==> src/hw/io_hub_pkg.sv <==
// Host I/O hub shared types

`default_nettype none

package io_hub_pkg;

	////////////////////////////////////////////////////////////
	// Widths
	////////////////////////////////////////////////////////////

	localparam int HOST_W    = 16;
	localparam int CMD_W     = 8;
	localparam int SAMPLE_W  = 16;
	localparam int LED_COUNT = 8;

	// One word on the host port
	typedef logic [HOST_W-1:0] host_word_t;

	// Host opcodes, taken from the low byte of the first word
	typedef enum logic [CMD_W-1:0] {
		CMD_NONE   = 8'h00,
		CMD_LED    = 8'h25,
		CMD_VOLUME = 8'h26
	} cmd_e;

	// LED override, overtake in the high byte
	typedef struct packed {
		logic [LED_COUNT-1:0] overtake;
		logic [LED_COUNT-1:0] state;
	} led_cfg_t;

	// System status, 1 means active
	typedef struct packed {
		logic locked;
		logic power;
		logic disk;
		logic user;
	} status_leds_t;

	////////////////////////////////////////////////////////////
	// Audio
	////////////////////////////////////////////////////////////

	typedef logic signed [SAMPLE_W-1:0] sample_t;

	// Attenuation word as written by the host
	typedef struct packed {
		logic       mute;
		logic [3:0] shift;
	} vol_att_t;

	// Cross-mix amount between left and right
	typedef enum logic [1:0] {
		MIX_NONE    = 2'd0,
		MIX_EIGHTH  = 2'd1,
		MIX_QUARTER = 2'd2,
		MIX_MONO    = 2'd3
	} mix_mode_e;

	// Shared by both mixer channels
	typedef struct packed {
		mix_mode_e mix;
		logic      is_signed;
		vol_att_t  att;
	} audio_ctl_t;

endpackage

`default_nettype wire

==> src/hw/audio_channel_mix.sv <==
// Audio channel mixer

`timescale 1ns/10ps
`default_nettype none

module audio_channel_mix (
	input  wire                        clk,
	input  wire                        resetd,
	input  wire io_hub_pkg::audio_ctl_t i_ctl,
	input  wire io_hub_pkg::sample_t   i_core,
	input  wire io_hub_pkg::sample_t   i_linux,
	input  wire io_hub_pkg::sample_t   i_pre,
	output io_hub_pkg::sample_t        o_pre,
	output io_hub_pkg::sample_t        o_out
);

	// Core sample delay line and the accepted value
	logic [15:0] core_d1;
	logic [15:0] core_d2;
	logic [15:0] core_stable;

	logic signed [16:0] a1;
	logic signed [16:0] a2;
	logic signed [16:0] a3;
	logic signed [16:0] a4;
	logic signed [16:0] linux_ext;
	logic signed [16:0] pre_ext;
	io_hub_pkg::sample_t out_q;

	////////////////////////////////////////////////////////////
	// Stabilizer
	////////////////////////////////////////////////////////////

	always_ff @(posedge clk) begin
		if (resetd) begin
			core_d1     <= '0;
			core_d2     <= '0;
			core_stable <= '0;
		end else begin
			core_d1 <= i_core;
			core_d2 <= core_d1;
			// Take it only when two stages agree
			if (core_d1 == core_d2)
				core_stable <= core_d2;
		end
	end

	assign linux_ext = i_linux;
	assign pre_ext   = i_pre;

	////////////////////////////////////////////////////////////
	// Arithmetic pipeline
	////////////////////////////////////////////////////////////

	always_ff @(posedge clk) begin
		if (resetd) begin
			a1    <= '0;
			a2    <= '0;
			a3    <= '0;
			out_q <= '0;
		end else begin
			// Unsigned core is halved into the positive range
			if (i_ctl.is_signed)
				a1 <= {core_stable[15], core_stable};
			else
				a1 <= {2'b00, core_stable[15:1]};

			a2 <= a1 + linux_ext;

			case (i_ctl.mix)
				io_hub_pkg::MIX_EIGHTH:  a3 <= a2 - (a2 >>> 3) + (pre_ext >>> 2);
				io_hub_pkg::MIX_QUARTER: a3 <= a2 - (a2 >>> 2) + (pre_ext >>> 1);
				io_hub_pkg::MIX_MONO:    a3 <= (a2 >>> 1) + pre_ext;
				default:                 a3 <= a2;
			endcase

			// Clamp to 16 bits on overflow
			if (a4[16] ^ a4[15])
				out_q <= {a4[16], {15{~a4[16]}}};
			else
				out_q <= a4[15:0];
		end
	end

	// Volume stage
	assign a4 = i_ctl.att.mute ? 17'sd0 : (a3 >>> i_ctl.att.shift);

	assign o_pre = a2[16:1];
	assign o_out = out_q;

endmodule

`default_nettype wire

==> src/hw/host_cmd_decoder.sv <==
// Host command decoder

`timescale 1ns/10ps
`default_nettype none

module host_cmd_decoder (
	input  wire                        clk,
	input  wire                        resetd,
	input  wire                        i_io_sel,
	input  wire                        i_io_strobe,
	input  wire io_hub_pkg::host_word_t i_io_din,
	output io_hub_pkg::led_cfg_t       o_led_cfg,
	output io_hub_pkg::vol_att_t       o_att
);

	logic                   sel_q;
	logic                   strobe_q;
	logic                   strobe_qq;
	io_hub_pkg::host_word_t din_q;
	logic                   word_rise;

	logic                   has_cmd;
	io_hub_pkg::cmd_e       cmd;
	io_hub_pkg::led_cfg_t   led_cfg_q;
	io_hub_pkg::vol_att_t   att_q;

	////////////////////////////////////////////////////////////
	// Input stage and strobe edge
	////////////////////////////////////////////////////////////

	always_ff @(posedge clk) begin
		if (resetd) begin
			sel_q     <= 1'b0;
			strobe_q  <= 1'b0;
			strobe_qq <= 1'b0;
		end else begin
			sel_q     <= i_io_sel;
			strobe_q  <= i_io_strobe;
			strobe_qq <= strobe_q;
		end
	end

	// Data word is captured alongside the strobe
	always_ff @(posedge clk) begin
		din_q <= i_io_din;
	end

	assign word_rise = strobe_q & ~strobe_qq;

	////////////////////////////////////////////////////////////
	// Command and data sequencing
	////////////////////////////////////////////////////////////

	always_ff @(posedge clk) begin
		if (resetd) begin
			has_cmd   <= 1'b0;
			cmd       <= io_hub_pkg::CMD_NONE;
			led_cfg_q <= '0;
			att_q     <= '0;
		end else if (!sel_q) begin
			// Deselect drops any pending command
			has_cmd <= 1'b0;
			cmd     <= io_hub_pkg::CMD_NONE;
		end else if (word_rise) begin
			if (!has_cmd) begin
				has_cmd <= 1'b1;
				cmd     <= io_hub_pkg::cmd_e'(din_q[io_hub_pkg::CMD_W-1:0]);
			end else begin
				// Every data word rewrites, last one wins
				case (cmd)
					io_hub_pkg::CMD_LED: begin
						led_cfg_q <= io_hub_pkg::led_cfg_t'(din_q);
					end
					io_hub_pkg::CMD_VOLUME: begin
						att_q <= io_hub_pkg::vol_att_t'(din_q[4:0]);
					end
					default: begin
						// Unknown opcode, data ignored
					end
				endcase
			end
		end
	end

	assign o_led_cfg = led_cfg_q;
	assign o_att     = att_q;

endmodule

`default_nettype wire

==> src/hw/io_hub_top.sv <==
// Host I/O hub top level

`timescale 1ns/10ps
`default_nettype none

module io_hub_top #(
	parameter int DEBOUNCE_DIV = 100000
) (
	input  wire                          clk,
	input  wire                          resetd,
	input  wire                          i_io_sel,
	input  wire                          i_io_strobe,
	input  wire io_hub_pkg::host_word_t  i_io_din,
	input  wire                          i_btn_user,
	input  wire                          i_btn_osd,
	input  wire io_hub_pkg::status_leds_t i_status,
	input  wire io_hub_pkg::mix_mode_e   i_mix_mode,
	input  wire                          i_core_signed,
	input  wire io_hub_pkg::sample_t     i_core_l,
	input  wire io_hub_pkg::sample_t     i_core_r,
	input  wire io_hub_pkg::sample_t     i_linux_l,
	input  wire io_hub_pkg::sample_t     i_linux_r,
	output logic                         o_btn_user,
	output logic                         o_btn_osd,
	output logic [io_hub_pkg::LED_COUNT-1:0] o_led,
	output io_hub_pkg::sample_t          o_audio_l,
	output io_hub_pkg::sample_t          o_audio_r
);

	io_hub_pkg::led_cfg_t   led_cfg;
	io_hub_pkg::vol_att_t   vol_att;
	io_hub_pkg::audio_ctl_t audio_ctl;
	io_hub_pkg::sample_t    pre_l;
	io_hub_pkg::sample_t    pre_r;

	host_cmd_decoder cmd_dec (
		.clk        (clk),
		.resetd     (resetd),
		.i_io_sel   (i_io_sel),
		.i_io_strobe(i_io_strobe),
		.i_io_din   (i_io_din),
		.o_led_cfg  (led_cfg),
		.o_att      (vol_att)
	);

	panel_io #(
		.DEBOUNCE_DIV(DEBOUNCE_DIV)
	) panel (
		.clk       (clk),
		.resetd    (resetd),
		.i_btn_user(i_btn_user),
		.i_btn_osd (i_btn_osd),
		.i_led_cfg (led_cfg),
		.i_status  (i_status),
		.o_btn_user(o_btn_user),
		.o_btn_osd (o_btn_osd),
		.o_led     (o_led)
	);

	// Same control word for both channels
	assign audio_ctl = '{mix: i_mix_mode, is_signed: i_core_signed, att: vol_att};

	// Each channel's half sum feeds the other side
	audio_channel_mix mix_l (
		.clk    (clk),
		.resetd (resetd),
		.i_ctl  (audio_ctl),
		.i_core (i_core_l),
		.i_linux(i_linux_l),
		.i_pre  (pre_r),
		.o_pre  (pre_l),
		.o_out  (o_audio_l)
	);

	audio_channel_mix mix_r (
		.clk    (clk),
		.resetd (resetd),
		.i_ctl  (audio_ctl),
		.i_core (i_core_r),
		.i_linux(i_linux_r),
		.i_pre  (pre_l),
		.o_pre  (pre_r),
		.o_out  (o_audio_r)
	);

endmodule

`default_nettype wire

==> src/hw/panel_io.sv <==
// Front panel buttons and LEDs

`timescale 1ns/10ps
`default_nettype none

module panel_io #(
	parameter int DEBOUNCE_DIV = 100000
) (
	input  wire                          clk,
	input  wire                          resetd,
	input  wire                          i_btn_user,
	input  wire                          i_btn_osd,
	input  wire io_hub_pkg::led_cfg_t    i_led_cfg,
	input  wire io_hub_pkg::status_leds_t i_status,
	output logic                         o_btn_user,
	output logic                         o_btn_osd,
	output logic [io_hub_pkg::LED_COUNT-1:0] o_led
);

	localparam int DIV_W  = (DEBOUNCE_DIV > 0) ? $clog2(DEBOUNCE_DIV + 1) : 1;
	localparam int HIST_W = 8;

	logic [DIV_W-1:0]  div_cnt;
	logic              tick;
	logic [1:0]        btn_raw;
	logic [HIST_W-1:0] hist [2];
	logic [1:0]        btn_q;
	logic [io_hub_pkg::LED_COUNT-1:0] status_pattern;

	////////////////////////////////////////////////////////////
	// Debounce tick
	////////////////////////////////////////////////////////////

	always_ff @(posedge clk) begin
		if (resetd)
			div_cnt <= '0;
		else if (div_cnt == DIV_W'(DEBOUNCE_DIV))
			div_cnt <= '0;
		else
			div_cnt <= div_cnt + 1'b1;
	end

	assign tick = (div_cnt == '0);

	// Index 0 is user, 1 is OSD
	assign btn_raw = {i_btn_osd, i_btn_user};

	always_ff @(posedge clk) begin
		if (resetd) begin
			for (int i = 0; i < 2; i++)
				hist[i] <= '0;
			btn_q <= '0;
		end else if (tick) begin
			for (int i = 0; i < 2; i++) begin
				hist[i] <= {hist[i][HIST_W-2:0], btn_raw[i]};
				// Change only on a full run of equal samples
				if (&hist[i])
					btn_q[i] <= 1'b1;
				if (hist[i] == '0)
					btn_q[i] <= 1'b0;
			end
		end
	end

	assign o_btn_user = btn_q[0];
	assign o_btn_osd  = btn_q[1];

	////////////////////////////////////////////////////////////
	// LED merge
	////////////////////////////////////////////////////////////

	assign status_pattern = {1'b0, i_status.locked, 1'b0, i_status.power,
	                         1'b0, i_status.disk, 1'b0, i_status.user};

	// Host overtake bits pick the state bit per LED
	assign o_led = (i_led_cfg.overtake & i_led_cfg.state) |
	               (~i_led_cfg.overtake & status_pattern);

endmodule

`default_nettype wire

==> config.mk <==
export PLATFORM = sky130hd
export DESIGN_NAME = io_hub_top
export DESIGN_NICKNAME = d
export VERILOG_FILES = /design/src/hw/io_hub_pkg.sv /design/src/hw/audio_channel_mix.sv /design/src/hw/host_cmd_decoder.sv /design/src/hw/io_hub_top.sv /design/src/hw/panel_io.sv
export SDC_FILE = /design/constraint.sdc
export NUM_CORES = 1
export LEC_CHECK = 0
export ABC_AREA = 1
export BUFFER_PORTS_ARGS = -buffer_cell sky130_fd_sc_hd__buf_2
export CORE_MARGIN = 2
export CORE_UTILIZATION = 45
export DETAILED_ROUTE_END_ITERATION = 8
export SLEW_MARGIN = 20
export SYNTH_ARGS = -nofsm -noshare
export SYNTH_HDL_FRONTEND = slang
export SYNTH_HIERARCHICAL = 1
export SYNTH_SLANG_ARGS = --single-unit
==> constraint.sdc <==
create_clock -name clk -period 4.4 [get_ports clk]
set_input_delay 0 -clock clk [delete_from_list [all_inputs] [get_ports clk]]
set_output_delay 0 -clock clk [all_outputs]
set_load 0.01 [all_outputs]
Word-level counts from Yosys, hierarchy flattened
Memory sizes are Yosys's and may differ from the RTL's.
Cells that the tools add are included.
Operators by class
  bitwise gates (word level): 15
  shift-type cells: 2
  $add $sub $neg: 12
  muxes and demuxes: 19
  eq/ne operators: 8
  reductions and logical operators: 15
Operator list (count)
  $pmux W17 S3: 2
  $add A16 B16 Y17: 3
  $add A17 B14 Y17: 2
  $add A17 B15 Y17: 2
  $mux W17: 2
  $sshr A17 B4 Y17: 2
  $sub A17 B14 Y17: 2
  $sub A17 B15 Y17: 2
  $eq A16 B16 Y1: 2
  $mux W16: 2
  $mux W15: 2
  $add A17 B1 Y17 const B: 1
  $eq A17 B17 Y1 const B: 1
  $logic_not A17 Y1: 1
  $eq A8 B6 Y1 const B: 2
  $logic_not A8 Y1: 2
  $mux W8: 2
  $reduce_and A8 Y1: 2
  $mux W1: 9
  $and A8 B7 Y8: 1
  $and A8 B8 Y8: 1
  $not A8 Y8: 1
  $or A8 B8 Y8: 1
  $reduce_and A4 Y1: 2
  other kinds (9): 22
Storage, ports and cells
  RAM bits: 16
  output and inout bits: 42
  memories: 1
  bits in registers: 296
  logic and storage cells: 101
  input port bits: 93
Memory list
  panel.hist: depth 2, width 8, rd ports 2, clocked after memory_dff 0, wr ports 2, RTL line panel_io.sv:26  | logic [HIST_W-1:0] hist [2];

Depth between registers and ports, before layout
  depth in word-level cells: 5
  mapped depth: 18

Hierarchy
Netlist, hierarchy kept.
By module, submodules not included
  audio_channel_mix (mix_l): cells each 1471, times used 1, area each 9416.5 um^2, seq. area each 2282.2 um^2
  audio_channel_mix (mix_r): cells each 1449, times used 1, area each 9354.0 um^2, seq. area each 2282.2 um^2
  panel_io: cells each 241, times used 1, area each 1839.3 um^2, seq. area each 860.8 um^2
  host_cmd_decoder: cells each 206, times used 1, area each 1717.9 um^2, seq. area each 980.9 um^2

Least setup slack after synthesis
OpenSTA, ideal clock, no wires.
  kind: register to register
  start point: register mix_r.a2[5]
  end point: register mix_l.a3[5]
  buffers on the path: 1
  required time: 4262 ps
  arrival time: 2492 ps
  cell stages (with the launch flop): 13
  slack: 1770 ps
  library setup time: 138 ps
  path through: dfxtp_1 buf_4 inv_1 fa_1 inv_1 ha_1 or2_2 and2_1 nand2_1 nand2_1 or2_2 nand3_1 a41oi_1
Between the ends
  word-level cells in the longest chain between the ends: 2
Ends and longest elaborated chain
  from (decl): RTL line audio_channel_mix.sv:23  | logic signed [16:0] a2;
  from (signal assigned): RTL line audio_channel_mix.sv:68  | a2 <= a1 + linux_ext;
  $add A17 B15 Y17 (tied with other cells): RTL line audio_channel_mix.sv:72  | io_hub_pkg::MIX_QUARTER: a3 <= a2 - (a2 >>> 2) + (pre_ext >>> 1);
  $pmux W17 S3 (*): RTL line audio_channel_mix.sv:70  | case (i_ctl.mix)
  to (signal assigned): RTL line audio_channel_mix.sv:71  | io_hub_pkg::MIX_EIGHTH: a3 <= a2 - (a2 >>> 3) + (pre_ext >>> 2);
  to (signal assigned): RTL line audio_channel_mix.sv:72
  to (signal assigned): RTL line audio_channel_mix.sv:73  | io_hub_pkg::MIX_MONO: a3 <= (a2 >>> 1) + pre_ext;
  to (decl): RTL line audio_channel_mix.sv:24  | logic signed [16:0] a3;
Every way passes the cells marked *; elsewhere a longest branch is shown, timed or not.
A chain may end at the register's enable or synchronous reset.

Worst setup path after layout
  start point: register mix_l.a2[16]
  end point: register mix_r.a3[15]
Between the ends
  word-level cells in the longest chain between the ends: 2
Ends and longest elaborated chain (RTL line)
  from (decl): audio_channel_mix.sv:23
  from (signal assigned): audio_channel_mix.sv:68
  $add A17 B15 Y17 (tied with other cells): audio_channel_mix.sv:72
  $pmux W17 S3 (*): audio_channel_mix.sv:70
  to (signal assigned): audio_channel_mix.sv:71
  to (signal assigned): audio_channel_mix.sv:72
  to (signal assigned): audio_channel_mix.sv:73
  to (decl): audio_channel_mix.sv:24
Marked as above.

==> results.txt <==
FF+latch count, synth - 312
CTS tree - yes
CTS H-tree depth - 2
clock share of power - 32.7%
VDD IR max - 294 µV
setup TNS - 0 ns
slack of the critical path - 0.804 ns
P_leak - 13.1 nW
P per Cell Area - 400 nW/µm²
Final nets - 3,859
Worst setup EP type - register
Hold Path Origin - i_linux_r[3]
Data arrival, critical path - 4.05 ns
Hold Vio Cnt, Final - 0
Final Skew - 0.0252 ns
Setup violations, final - 0
Die Y - 227 µm
Fill cells - 4,944
Tmin final - 3.60 ns
Synth-to-Final Area Change - 14.7%
post-synthesis sequential area ratio - 28.7%
P_int - 6.46 mW
critical path, cell by cell - inv_1 > fa_1 > inv_1 > ha_1 > inv_1 > nor3_1 > and2_1 > nand2_1 > nand3_1 > nand3_1 > nand2_1 > dlygate4sd3_1 > nand3_1 > nand2_1 > inv_1
slowest cell on the critical path - dfxtp_1
core area - 49,000 µm²
dominant cell by count in the synthesized netlist - nand2_1
share of the synthesized area in the top cell type - 26.5%
Root Buffer - clkbuf_16
RR Startpoint - mix_l/a2[16]
CP max FO - 10
total vias in the final route - 20,800
drt initial violations - 1,267
number of synthesized flops with an enable pin - 16
Initial Util - 45.6%
Critical Path RT - 4.86 ns
Final Wtd Congestion - 0.958
commonest cells in the netlist - 798 x nand2_1, 591 x inv_1, 416 x nor2_1, 296 x dfxtp_1, 244 x nand3_1
area of the die - 51,400 µm²
vias per inst - 4.91
top area cells in the synthesized netlist - dfxtp_1 27%, nand2_1 13%, inv_1 9.9%
Cell variety after synth - 52
Antenna Violating Nets Remaining - 0
max capacitance violation total - 0
Cell Area, Synth - 22,300 µm²
fmax - 0.278 GHz
CP most frequent cell - inv_1
first-pass GRT wire length - 99,900 µm
Critical path origin - mix_l/a2[16]
Post-synth top flop - dfxtp_1
hold_ws - 0.0358 ns
Sw Ratio - 37.0%
largest net degree at the start of global routing - 72
yosys warns - 6
clk buf depth - 3
post-CTS setup buffer count - 0
Syn Nets - 3,684
share of cells above drive strength 1 - 8.77%
initial antenna violation count - 0
Slew Limit Fails - 0
TritonCTS Sinks - 312
GRT Total Usage - 24.3%
sw power - 3.79 mW
Pre-antenna DRT Iters - 7
Num CTS Buffers - 38
routed length per instance - 14.7 µm
Final Cycle Share - 81.7%
Antenna Cells - 0
Reg power frac - 31.6%
RSZ-0062 raised after global routing - false
Min-Delay Path Class - primary input to register
# rows - 81
Slew @ Worst Pin - 1.00 ns
Mean Syn Cell Area - 6.63 µm²
worst path bufs/invs - 5
total wire length - 62,200 µm
Combinational Power Share - 35.7%
Ports - 135
Die Width - 227 µm
vias in the first global route - 19,700
relative slew slack - 32.9%
Clock Latency Late Sink - 0.57 ns
HPWL Detailed - 48,500 µm
Placed Instances - 4,079
status - finished clean
DRC Markers - 0
Remaining Overflow, GRT - 0
CP delay by family, top - buffers and inverters
fin cells - 4,232
slowest cell delay on critical path - 0.70 ns
post-synthesis cell count - 3,367
Post-synth ARST share - 0%
type of origin of the critical path - register
Clock transition at path regs - 0.05 ns
top cell type by total area after synthesis - dfxtp_1
Setup WS pre-CTS - 1.07 ns
input/output buffers - 134
Crit Path Category - register to register
sequential cells by signal, summed over array words and instances, names as in the netlist, 2 cells and up:
| name | count |
|---|---|
| mix_r/core_d2 | 16 |
| mix_l/core_stable | 16 |
| cmd_dec/cmd | 8 |
| mix_r/a1 | 16 |
| mix_l/a3 | 17 |
| mix_r/o_out | 16 |
| cmd_dec/o_att | 5 |
| mix_r/core_d1 | 16 |
| panel/div_cnt | 17 |
| cmd_dec/o_led_cfg | 16 |
| cmd_dec/din_q | 16 |
| mix_l/core_d1 | 16 |
| mix_l/a2 | 17 |
| mix_r/a3 | 17 |
| panel/hist | 16 |
| panel/btn_q | 2 |
| mix_l/core_d2 | 16 |
| mix_r/a2 | 17 |
| mix_l/a1 | 16 |
| mix_l/o_out | 16 |
| mix_r/core_stable | 16 |
power by group through the flow:
| stage | Combinational [mW] | Sequential (mW) | Clock, mW |
|---|---|---|---|
| after floorplan | 2.64 | 3.26 | 0 |
| after global placement | 3.54 | 3.30 | 0 |
| after detailed placement | 3.56 | 3.30 | 0 |
| after CTS | 3.64 | 3.24 | 3.43 |
| after global routing | 4.19 | 3.26 | 3.54 |
| final | 3.66 | 3.24 | 3.35 |
routing by layer:
metal  global-route usage, %  part of all wire (%)  vias up
met5                       0                     0        -
met4                    7.53                   3.1        0
met3                    2.64                   3.6      108
met2                    42.0                    47      406
met1                    31.6                    46     9441
li1                        -                     -    10800
final cells by class:
| class | instances | area, µm² | area share (%) |
|---|---|---|---|
| Multi-Input combinational cell | 2344 | 13000 | 50.9 |
| Sequential cell | 312 | 6410 | 25.0 |
| Inverter | 600 | 2250 | 8.80 |
| Timing Repair Buffer | 246 | 1730 | 6.76 |
| Clock buffer | 51 | 1070 | 4.18 |
| Tap cell | 664 | 831 | 3.24 |
| Clock inverter | 15 | 277 | 1.08 |
timing repair:
| action | CTS | global route |
|---|---|---|
| hold endpoints to repair | 103 | 0 |
| hold buffers | 87 | 0 |
| endpoints found under the setup margin | 0 | 0 |
| resized for setup | 0 | 0 |
placed cells by master (no fill, tap or decap), types with 6 or more instances in the layout:
cell and n:
a21boi_0 7, a21o_1 6, a21oi_1 192, a21oi_2 22, a41oi_1 6, and2_1 9
buf_2 133, buf_4 26, bufinv_16 6, clkbuf_1 7, clkbuf_16 39, dfxtp_1 296
dlygate4sd3_1 87, edfxtp_1 16, fa_1 64, ha_1 160, inv_1 589, inv_2 6
nand2_1 798, nand3_1 244, nand3b_1 17, nand4_1 26, nor2_1 415, nor2_2 16
nor3_1 25, o21a_1 6, o21ai_0 196, o21bai_1 11, or2_2 29, xnor2_1 30
xor2_1 8
tightest hold or removal path, stage by stage:
cell,delay (ns)
buf_2,0.11
ha_1,0.16
a21oi_1,0.04
nand2_1,0.09
a21oi_1,0.12
metrics by stage:
| step | total power, mW | utilization, % | instance area [µm²] |
|---|---|---|---|
| 2_1_floorplan | 5.91 | - | 22300 |
| 3_3_place_gp | 6.84 | 47.8 | 23400 |
| 3_5_place_dp | 6.86 | 47.8 | 23400 |
| 4_1_cts | 10.3 | 52.3 | 25600 |
| 5_1_grt | 11.0 | 52.3 | 25600 |
| 6_report | 10.2 | 52.3 | 25600 |
worst paths after layout:
path                      endpoint  slack [ns]  cells past startpoint
setup / recovery      mix_r/a3[15]        0.80                     15
hold / removal         mix_r/a2[4]        0.04                      5
setup reg to reg      mix_r/a3[15]        0.80                     15
hold reg to reg   mix_r/core_d2[1]        0.43                      2
kinds of logic after synthesis:
group,synth area share [%]
and+or+nand+nor,30.2
muxes,0.336
DFF,28.7
AOI/OAI and AO/OA,11.6
xor gates and xnor gates,1.49
buffers and inverters,13.0
adders and majority gates,14.7
Note: power is estimated with default switching activity, not from simulation.
